## config.mk

```make
export PLATFORM = sky130hd
export DESIGN_NAME = oramCryptFilter
export DESIGN_NICKNAME = d
export VERILOG_FILES = /design/src/common/oramCryptoPkg.sv /design/src/logic/cryptoConfig.sv /design/src/logic/seedGen.sv /design/src/cipher/maskCipher.sv /design/src/logic/outputQueue.sv /design/src/logic/oramCryptFilter.sv
export SDC_FILE = /design/constraint.sdc
export NUM_CORES = 1
export LEC_CHECK = 0
export ABC_AREA = 1
export BUFFER_PORTS_ARGS = -buffer_cell sky130_fd_sc_hd__buf_2
export CORE_MARGIN = 2
export CORE_UTILIZATION = 30
export DETAILED_ROUTE_END_ITERATION = 6
export GPL_TIMING_DRIVEN = 0
export MAX_ROUTING_LAYER = met4
export PLACE_DENSITY_LB_ADDON = 0.2
export SETUP_SLACK_MARGIN = 0.3
export SLEW_MARGIN = 20
export SYNTH_ARGS = -nofsm -noshare
export SYNTH_HDL_FRONTEND = slang
export SYNTH_SLANG_ARGS = --single-unit
```

## constraint.sdc

```tcl
create_clock -name Clock -period 4.5 [get_ports Clock]
set_clock_uncertainty 0.15 [all_clocks]
set_input_delay 0.9 -clock Clock [delete_from_list [all_inputs] [get_ports Clock]]
set_output_delay 0.9 -clock Clock [all_outputs]
set_load 0.02 [all_outputs]
```

## src/common/oramCryptoPkg.sv

```systemverilog
// ------------------------------
// Shared widths, vector types and
// config register addresses
// ------------------------------
`default_nettype none

package oramCryptoPkg;

	// ------------------------------
	// Widths
	// ------------------------------

	// Stream word coming from DRAM
	localparam int FlitWidth = 64;
	localparam int KeyWidth = 64;
	localparam int SeedWidth = 64;
	// Cipher works on two halves per round
	localparam int HalfWidth = SeedWidth / 2;
	// IV sits in the low bits of each header
	localparam int IvWidth = 32;
	localparam int BucketIdWidth = 8;
	localparam int ChunkIdWidth = 8;
	// Zero bits above the IV in a seed
	localparam int SeedPadWidth = SeedWidth - IvWidth - BucketIdWidth - ChunkIdWidth;
	localparam int CfgAddrWidth = 2;
	localparam int CfgDataWidth = 32;

	// ------------------------------
	// Vector types
	// ------------------------------

	typedef logic [FlitWidth-1:0] flitT;
	typedef logic [KeyWidth-1:0] keyT;
	typedef logic [SeedWidth-1:0] seedT;
	typedef logic [HalfWidth-1:0] halfT;
	typedef logic [IvWidth-1:0] ivT;
	typedef logic [BucketIdWidth-1:0] bucketIdT;
	typedef logic [ChunkIdWidth-1:0] chunkIdT;
	typedef logic [CfgAddrWidth-1:0] cfgAddrT;
	typedef logic [CfgDataWidth-1:0] cfgDataT;

	// Config register map
	localparam cfgAddrT CfgKeyLow = 2'd0;
	localparam cfgAddrT CfgKeyHigh = 2'd1;
	localparam cfgAddrT CfgControl = 2'd2;
	// Control register enable bit
	localparam int EnableBit = 0;

endpackage

`default_nettype wire

```

## src/logic/cryptoConfig.sv

```systemverilog
// ------------------------------
// Key and control registers
// ------------------------------
`timescale 1ns/1ns
`default_nettype none

module cryptoConfig (
	input wire logic Clock,
	input wire logic arstN,
	input wire logic CfgWrite,
	input wire oramCryptoPkg::cfgAddrT CfgAddr,
	input wire oramCryptoPkg::cfgDataT CfgData,
	output oramCryptoPkg::keyT Key,
	output logic Enable
);

	// Key halves, low then high
	oramCryptoPkg::cfgDataT keyLow;
	oramCryptoPkg::cfgDataT keyHigh;
	// Only bit 0 of control is implemented
	logic enableReg;

	// ------------------------------
	// Write decode
	// ------------------------------

	always_ff @(posedge Clock or negedge arstN) begin
		if (!arstN) begin
			keyLow <= '0;
			keyHigh <= '0;
			enableReg <= 1'b0;
		end else if (CfgWrite) begin
			case (CfgAddr)
				oramCryptoPkg::CfgKeyLow: keyLow <= CfgData;
				oramCryptoPkg::CfgKeyHigh: keyHigh <= CfgData;
				oramCryptoPkg::CfgControl: enableReg <= CfgData[oramCryptoPkg::EnableBit];
				// Address 3 unused, writes dropped
				default: ;
			endcase
		end
	end

	// Visible from the cycle after the write
	assign Key = {keyHigh, keyLow};
	assign Enable = enableReg;

endmodule

`default_nettype wire

```

## src/logic/seedGen.sv

```systemverilog
// ------------------------------
// Bucket and chunk tracking,
// IV capture and seed forming
// ------------------------------
`timescale 1ns/1ns
`default_nettype none

module seedGen #(
	parameter int BucketFlits = 4,
	parameter int PathBuckets = 3
) (
	input wire logic Clock,
	input wire logic arstN,
	input wire logic InValid,
	input wire oramCryptoPkg::flitT InData,
	output logic SeedValid,
	output oramCryptoPkg::seedT Seed,
	output oramCryptoPkg::flitT SeedFlit,
	output logic SeedIsHeader
);

	typedef enum logic {
		awaitHeader,
		inBucket
	} seedStateT;

	seedStateT state;
	// IV of the bucket in flight
	oramCryptoPkg::ivT ivReg;
	oramCryptoPkg::bucketIdT bucketId;
	// Next payload chunk, 1 to BucketFlits-1
	oramCryptoPkg::chunkIdT chunkId;

	logic isHeader;
	logic lastChunk;
	logic lastBucket;
	oramCryptoPkg::ivT curIv;
	oramCryptoPkg::chunkIdT curChunk;

	// First flit after a bucket ends is its header
	assign isHeader = (state == awaitHeader);
	assign lastChunk = (chunkId == oramCryptoPkg::chunkIdT'(BucketFlits - 1));
	assign lastBucket = (bucketId == oramCryptoPkg::bucketIdT'(PathBuckets - 1));

	// Header seeds take the IV straight off the wire
	assign curIv = isHeader ? InData[oramCryptoPkg::IvWidth-1:0] : ivReg;
	assign curChunk = isHeader ? '0 : chunkId;

	// ------------------------------
	// Position FSM
	// ------------------------------

	always_ff @(posedge Clock or negedge arstN) begin
		if (!arstN) begin
			state <= awaitHeader;
			ivReg <= '0;
			bucketId <= '0;
			chunkId <= '0;
		end else if (InValid) begin
			case (state)
				awaitHeader: begin
					ivReg <= InData[oramCryptoPkg::IvWidth-1:0];
					chunkId <= oramCryptoPkg::chunkIdT'(1);
					state <= inBucket;
				end
				inBucket: begin
					if (lastChunk) begin
						// Bucket done, wrap at path end
						bucketId <= lastBucket ? '0 : bucketId + 1'b1;
						state <= awaitHeader;
					end else begin
						chunkId <= chunkId + 1'b1;
					end
				end
				default: state <= awaitHeader;
			endcase
		end
	end

	// Control outputs, one cycle after input
	always_ff @(posedge Clock or negedge arstN) begin
		if (!arstN) begin
			SeedValid <= 1'b0;
			SeedIsHeader <= 1'b0;
		end else begin
			SeedValid <= InValid;
			SeedIsHeader <= InValid & isHeader;
		end
	end

	// Payload path, qualified by SeedValid
	always_ff @(posedge Clock) begin
		Seed <= {{oramCryptoPkg::SeedPadWidth{1'b0}}, curIv, bucketId, curChunk};
		SeedFlit <= InData;
	end

endmodule

`default_nettype wire

```

## src/cipher/maskCipher.sv

```systemverilog
// ------------------------------
// Pipelined ARX keyed permutation
// with flit carried alongside
// ------------------------------
`timescale 1ns/1ns
`default_nettype none

module maskCipher #(
	parameter int Rounds = 4
) (
	input wire logic Clock,
	input wire logic arstN,
	input wire oramCryptoPkg::keyT Key,
	input wire logic SeedValid,
	input wire oramCryptoPkg::seedT Seed,
	input wire oramCryptoPkg::flitT SeedFlit,
	input wire logic SeedIsHeader,
	output logic MaskValid,
	output oramCryptoPkg::seedT Mask,
	output oramCryptoPkg::flitT MaskFlit,
	output logic MaskIsHeader
);

	localparam int Half = oramCryptoPkg::HalfWidth;
	// Left rotate distance per round
	localparam int RotateBy = 7;

	// One round of add, rotate, xor, swap
	function automatic oramCryptoPkg::seedT roundStep(
		input oramCryptoPkg::seedT word,
		input oramCryptoPkg::halfT keyHalf
	);
		oramCryptoPkg::halfT left;
		oramCryptoPkg::halfT right;
		left = word[2*Half-1:Half] + keyHalf;
		left = {left[Half-RotateBy-1:0], left[Half-1:Half-RotateBy]};
		right = word[Half-1:0] ^ left;
		// Halves swap on the way out
		return {right, left};
	endfunction

	// ------------------------------
	// Stage registers
	// ------------------------------

	oramCryptoPkg::seedT stageWord [Rounds];
	oramCryptoPkg::flitT stageFlit [Rounds];
	logic stageValid [Rounds];
	logic stageHeader [Rounds];

	for (genvar s = 0; s < Rounds; s++) begin : gRound
		oramCryptoPkg::seedT wordIn;
		oramCryptoPkg::flitT flitIn;
		oramCryptoPkg::halfT keyHalf;
		logic validIn;
		logic headerIn;

		// Even stages use the low key half
		if (s % 2 == 0) begin : gEven
			assign keyHalf = Key[Half-1:0];
		end else begin : gOdd
			assign keyHalf = Key[2*Half-1:Half];
		end

		if (s == 0) begin : gFirst
			assign wordIn = Seed;
			assign flitIn = SeedFlit;
			assign validIn = SeedValid;
			assign headerIn = SeedIsHeader;
		end else begin : gNext
			assign wordIn = stageWord[s-1];
			assign flitIn = stageFlit[s-1];
			assign validIn = stageValid[s-1];
			assign headerIn = stageHeader[s-1];
		end

		always_ff @(posedge Clock or negedge arstN) begin
			if (!arstN) begin
				stageValid[s] <= 1'b0;
				stageHeader[s] <= 1'b0;
			end else begin
				stageValid[s] <= validIn;
				stageHeader[s] <= headerIn;
			end
		end

		// Never stalls, every stage moves each cycle
		always_ff @(posedge Clock) begin
			stageWord[s] <= roundStep(wordIn, keyHalf);
			stageFlit[s] <= flitIn;
		end
	end

	// Last stage feeds the queue
	assign MaskValid = stageValid[Rounds-1];
	assign Mask = stageWord[Rounds-1];
	assign MaskFlit = stageFlit[Rounds-1];
	assign MaskIsHeader = stageHeader[Rounds-1];

endmodule

`default_nettype wire

```

## src/logic/outputQueue.sv

```systemverilog
// ------------------------------
// Mask combine, output queue and
// credit handling on both sides
// ------------------------------
`timescale 1ns/1ns
`default_nettype none

module outputQueue #(
	parameter int QueueDepth = 8,
	parameter int OutCredits = 2
) (
	input wire logic Clock,
	input wire logic arstN,
	input wire logic Enable,
	input wire logic MaskValid,
	input wire oramCryptoPkg::seedT Mask,
	input wire oramCryptoPkg::flitT MaskFlit,
	input wire logic MaskIsHeader,
	input wire logic OutCredit,
	output logic OutValid,
	output oramCryptoPkg::flitT OutData,
	output logic InCredit
);

	localparam int PtrWidth = (QueueDepth > 1) ? $clog2(QueueDepth) : 1;
	localparam int FillWidth = $clog2(QueueDepth + 1);
	localparam int CreditWidth = $clog2(OutCredits + 1);

	typedef logic [PtrWidth-1:0] ptrT;
	typedef logic [FillWidth-1:0] fillT;
	typedef logic [CreditWidth-1:0] creditT;

	// Circular buffer storage
	oramCryptoPkg::flitT mem [QueueDepth];
	ptrT wrPtr;
	ptrT rdPtr;
	fillT fill;
	// Credits held toward downstream
	creditT credits;

	oramCryptoPkg::flitT writeData;
	logic push;
	logic pop;

	// ------------------------------
	// Combine
	// ------------------------------

	// Headers and disabled mode pass plain
	assign writeData = (MaskIsHeader || !Enable) ? MaskFlit : MaskFlit ^ Mask;
	assign push = MaskValid;
	// Send only with a credit and something queued
	assign pop = (credits != '0) && (fill != '0);

	always_ff @(posedge Clock) begin
		if (push) begin
			mem[wrPtr] <= writeData;
		end
	end

	// ------------------------------
	// Pointers and counts
	// ------------------------------

	always_ff @(posedge Clock or negedge arstN) begin
		if (!arstN) begin
			wrPtr <= '0;
			rdPtr <= '0;
			fill <= '0;
			credits <= creditT'(OutCredits);
		end else begin
			if (push) begin
				wrPtr <= (wrPtr == ptrT'(QueueDepth - 1)) ? '0 : wrPtr + 1'b1;
			end
			if (pop) begin
				rdPtr <= (rdPtr == ptrT'(QueueDepth - 1)) ? '0 : rdPtr + 1'b1;
			end
			// Upstream credits bound fill to QueueDepth
			fill <= fill + fillT'(push) - fillT'(pop);
			credits <= credits + creditT'(OutCredit) - creditT'(pop);
		end
	end

	// Output strobe and input credit return
	always_ff @(posedge Clock or negedge arstN) begin
		if (!arstN) begin
			OutValid <= 1'b0;
			InCredit <= 1'b0;
		end else begin
			OutValid <= pop;
			InCredit <= pop;
		end
	end

	always_ff @(posedge Clock) begin
		OutData <= mem[rdPtr];
	end

endmodule

`default_nettype wire

```

## src/logic/oramCryptFilter.sv

```systemverilog
// ------------------------------
// Crypto filter top level
// ------------------------------
`timescale 1ns/1ns
`default_nettype none

module oramCryptFilter #(
	parameter int BucketFlits = 4,
	parameter int PathBuckets = 3,
	parameter int Rounds = 4,
	parameter int QueueDepth = 8,
	parameter int OutCredits = 2
) (
	input wire logic Clock,
	input wire logic arstN,
	input wire logic CfgWrite,
	input wire oramCryptoPkg::cfgAddrT CfgAddr,
	input wire oramCryptoPkg::cfgDataT CfgData,
	input wire logic InValid,
	input wire oramCryptoPkg::flitT InData,
	output logic InCredit,
	output logic OutValid,
	output oramCryptoPkg::flitT OutData,
	input wire logic OutCredit
);

	// Config outputs
	oramCryptoPkg::keyT key;
	logic enable;

	// Seed stage to cipher
	logic seedValid;
	oramCryptoPkg::seedT seed;
	oramCryptoPkg::flitT seedFlit;
	logic seedIsHeader;

	// Cipher to queue
	logic maskValid;
	oramCryptoPkg::seedT mask;
	oramCryptoPkg::flitT maskFlit;
	logic maskIsHeader;

	cryptoConfig u_cryptoConfig (
		.Clock(Clock), .arstN(arstN),
		.CfgWrite(CfgWrite), .CfgAddr(CfgAddr), .CfgData(CfgData),
		.Key(key), .Enable(enable)
	);

	seedGen #(.BucketFlits(BucketFlits), .PathBuckets(PathBuckets)) u_seedGen (
		.Clock(Clock), .arstN(arstN),
		.InValid(InValid), .InData(InData),
		.SeedValid(seedValid), .Seed(seed), .SeedFlit(seedFlit), .SeedIsHeader(seedIsHeader)
	);

	maskCipher #(.Rounds(Rounds)) u_maskCipher (
		.Clock(Clock), .arstN(arstN), .Key(key),
		.SeedValid(seedValid), .Seed(seed), .SeedFlit(seedFlit), .SeedIsHeader(seedIsHeader),
		.MaskValid(maskValid), .Mask(mask), .MaskFlit(maskFlit), .MaskIsHeader(maskIsHeader)
	);

	outputQueue #(.QueueDepth(QueueDepth), .OutCredits(OutCredits)) u_outputQueue (
		.Clock(Clock), .arstN(arstN), .Enable(enable),
		.MaskValid(maskValid), .Mask(mask), .MaskFlit(maskFlit), .MaskIsHeader(maskIsHeader),
		.OutCredit(OutCredit), .OutValid(OutValid), .OutData(OutData), .InCredit(InCredit)
	);

endmodule

`default_nettype wire

```

==> results.yml <==
floorplan:
  core_area_um2: 168900
  die_y_um: 415.7
  die_w_um: 415.7
  initial_utilization_pct: 30.10
  die_area_um2: 172800
  placementRows: 151
  ios: 169
global_routing:
  grt_overflow: 0
  grt_pass1_vias: 34140
  grt_max_degree: 87
  gr-usage-all-layers_pct: 18.45
  grt_first_pass_wirelength_mm: 226.3
  antenna_found_initial: 3
yosys:
  netlist_area_um2: 50850
  ys_types: 41
  synth_flop_cell: "dfxtp_1"
  synth_seq_cells: 1337
  ys_warn_count: 0
  synth_nets: 5407
  yosysSeqAreaShare_pct: 64.07
  avgSynthCellArea_um2: 9.823
  synthCells: 5176
  async_flop_share_pct: 10.25
  synth_edf_count: 512
placement:
  dp_slack_ns: 1.573
  dp.cells: 7589
  gp_congestion: 0.9304
  port_buffers: 168
  place_area_um2: 55150
  dp_hpwl_mm: 120.7
clock_network:
  numClockSinks: 1337
  htree_levels: 4
  cts_tree: "yes"
  cts.repair.resized: 0
  clkTransAtPathRegs_ns: 0.06
  cts_buffer_depth: 3
  numCtsBuffers: 144
  clk_latency_ns: 0.81
  cts-root-buf: "clkbuf_16"
setup_path:
  worstSetupEndpointType: "register"
  slowest_delay_ns: 0.58
  crit_arrival_ns: 3.34
  critical_path_required_ns: 4.99
  cp.buffers_inverters: 4
  crit_family: "buffers and inverters"
  crit_chain: "inv_2 -> buf_4 -> buf_4 -> buf_2 -> nor2_1 -> o22ai_1 -> nor2_1 -> a31oi_1"
  critPathSlowestCell: "a31oi_1"
  timing_worst_setup_path_type: "register to register"
  startpoint_type: "register"
  worst-path-max-fanout: 10
pwr:
  p_clk_share_pct: 26.4
  p_per_area_nw_per_um2: 744.2
  p_comb_share_pct: 35.0
  p_seq_share_pct: 38.6
  p_leak_nw: 26.45
  sw_frac_of_total_pct: 39.08
  p_sw_w: 0.01753
  p_int_w: 0.02732
  vdd_drop_max_mv: 0.4276
cells_and_area:
  final_cells: 7883
  syn2layout_area_growth_pct: 18.52
  layout-drive-gt1-share_pct: 8.564
  final_util_pct: 35.68
  final_nets: 5773
  final_cell_mix: "nand2_1 (1,265), dfxtp_1 (688), nor2_1 (598)"
  mostFrequentLayoutCell: "nand2_1"
  n_fill_cell: 17200
  fin_area_um2: 60260
routing:
  wl_mm: 156.2
  wire_per_inst_um: 19.81
  drtIter0Drc: 2615
  antenna_left: 0
  viasPerCell: 4.440
  dr.pass1.iters: 5
  num_vias: 35000
  drc: 0
sta:
  drv_slew: 0
  fmax_ghz: 0.3504
  finalSetupViolCount: 0
  fin_ws_ns: 1.646
  period_share_pct: 63.42
  hold_viol: 0
  rsz0062_at_grt: "no"
  hold_ws_ns: 0.05680
  max_slew_margin_pct: 30.47
  min_period_ns: 2.854
  worst_pin_slew_ns: 1.036
job:
  cap_viol_max_count: 0
min_path:
  hold_class: "input pin to register"
status:
  status: "completed"
-- sequential cells by signal, summed over array words and instances, names as in the netlist, 2 cells and up --
signal,flops
u_seedGen.chunkId,8
u_outputQueue.credits,2
u_seedGen.SeedFlit,64
u_seedGen.Seed,48
u_outputQueue.fill,4
u_maskCipher.stageFlit,256
u_outputQueue.mem,512
u_cryptoConfig.keyLow,32
u_cryptoConfig.keyHigh,32
u_maskCipher.gRound.validIn,3
u_outputQueue.rdPtr,3
u_maskCipher.gRound.headerIn,3
u_outputQueue.wrPtr,3
u_seedGen.ivReg,32
u_outputQueue.OutData,64
u_maskCipher.stageWord,256
u_seedGen.bucketId,8
-- through the flow --
stage | TNS (ns) | power [W]
floorplan | 0 | 0.02676
global placement | -1144.97 | 0.03329
detailed placement | 0 | 0.03350
CTS | 0 | 0.04549
global route | 0 | 0.04765
finish | 0 | 0.04485
-- synthesized netlist by cell type, types with 20 or more instances --
cell type,n,area share [%]
o22ai_1,64,0.79
o21ai_0,400,3.9
xnor2_1,88,1.5
a21oi_1,67,0.66
nor2_1,607,4.5
dfxtp_1,688,27
edfxtp_1,512,30
ha_1,123,3.0
nor3_1,20,0.20
inv_1,592,4.4
a31oi_1,65,0.80
nand2_1,1265,9.3
clkbuf_1,80,0.59
xor2_1,107,1.8
nand3_1,221,2.2
dfrtp_1,136,6.7
buf_2,38,0.37
-- what timing repair did --
item                                    4_1_cts  5_1_grt
hold buffers                                 25        0
endpoints found under the setup margin        0        0
endpoints found under the hold margin        75        0
setup buffers                                 0        0
-- final timing paths --
check                      slack, ns                       endpoint                          start  cells past startpoint
max                             1.65       u_outputQueue.OutData[0]         u_outputQueue.rdPtr[0]                      8
min                             0.06         u_seedGen.SeedFlit[51]                     InData[51]                      1
max reg2reg                     1.65       u_outputQueue.OutData[0]         u_outputQueue.rdPtr[0]                      8
min reg2reg                     0.14  u_maskCipher.stageFlit[2][16]  u_maskCipher.stageFlit[1][16]                      0
max in group asynchronous       2.78       u_outputQueue.credits[1]                          arstN                      3
min in group asynchronous       0.50     u_cryptoConfig.keyHigh[29]                          arstN                      2
-- cell families after synthesis --
| kind of cell | count (synthesis) | synth area share, % |
|---|---|---|
| and+or+nand+nor | 2165 | 16.94 |
| DFF | 1337 | 64.07 |
| buffers and inverters | 729 | 5.527 |
| AOI/OAI and AO/OA | 611 | 6.398 |
| xor gates and xnor gates | 206 | 3.844 |
| adders and majority gates | 128 | 3.224 |
-- per-layer routing --
metal  track usage [%]  up-vias  part of all wire (%)
met3             2.398      223                   3.5
li1                  -    17490                     -
met2             31.00      709                    49
met1             22.77    16580                    44
met4             6.490        0                   3.4
met5                 -        -                     0
-- worst reg2reg max path: stages (launching register included) --
cell and delay [ns]:
dfrtp_1 0.51, inv_2 0.27, buf_4 0.29, buf_4 0.26, buf_2 0.32, nor2_1 0.08
o22ai_1 0.18, nor2_1 0.06, a31oi_1 0.58
-- power groups by stage --
| stage | clock (W) | sequential (W) | combinational [W] |
|---|---|---|---|
| finish | 0.0118 | 0.0173 | 0.0157 |
| detailed placement | 0 | 0.0176 | 0.0159 |
| floorplan | 0 | 0.0171 | 0.00964 |
| global placement | 0 | 0.0177 | 0.0156 |
| global route | 0.0127 | 0.0175 | 0.0175 |
| CTS | 0.0122 | 0.0173 | 0.0160 |
-- area by class of cell --
type	instances	area [µm²]	share of cell area, %
Antenna cell	2	5.005	0.008305
Buffer	133	573.1	0.9509
Clock buffer	217	4134	6.860
Clock inverter	50	715.7	1.188
Inverter	596	2237	3.712
Multi-Input combinational cell	3110	15560	25.82
Sequential cell	1337	32580	54.06
Tap cell	2218	2775	4.605
Timing Repair Buffer	220	1689	2.803
Note: power is estimated with default switching activity, not from simulation.
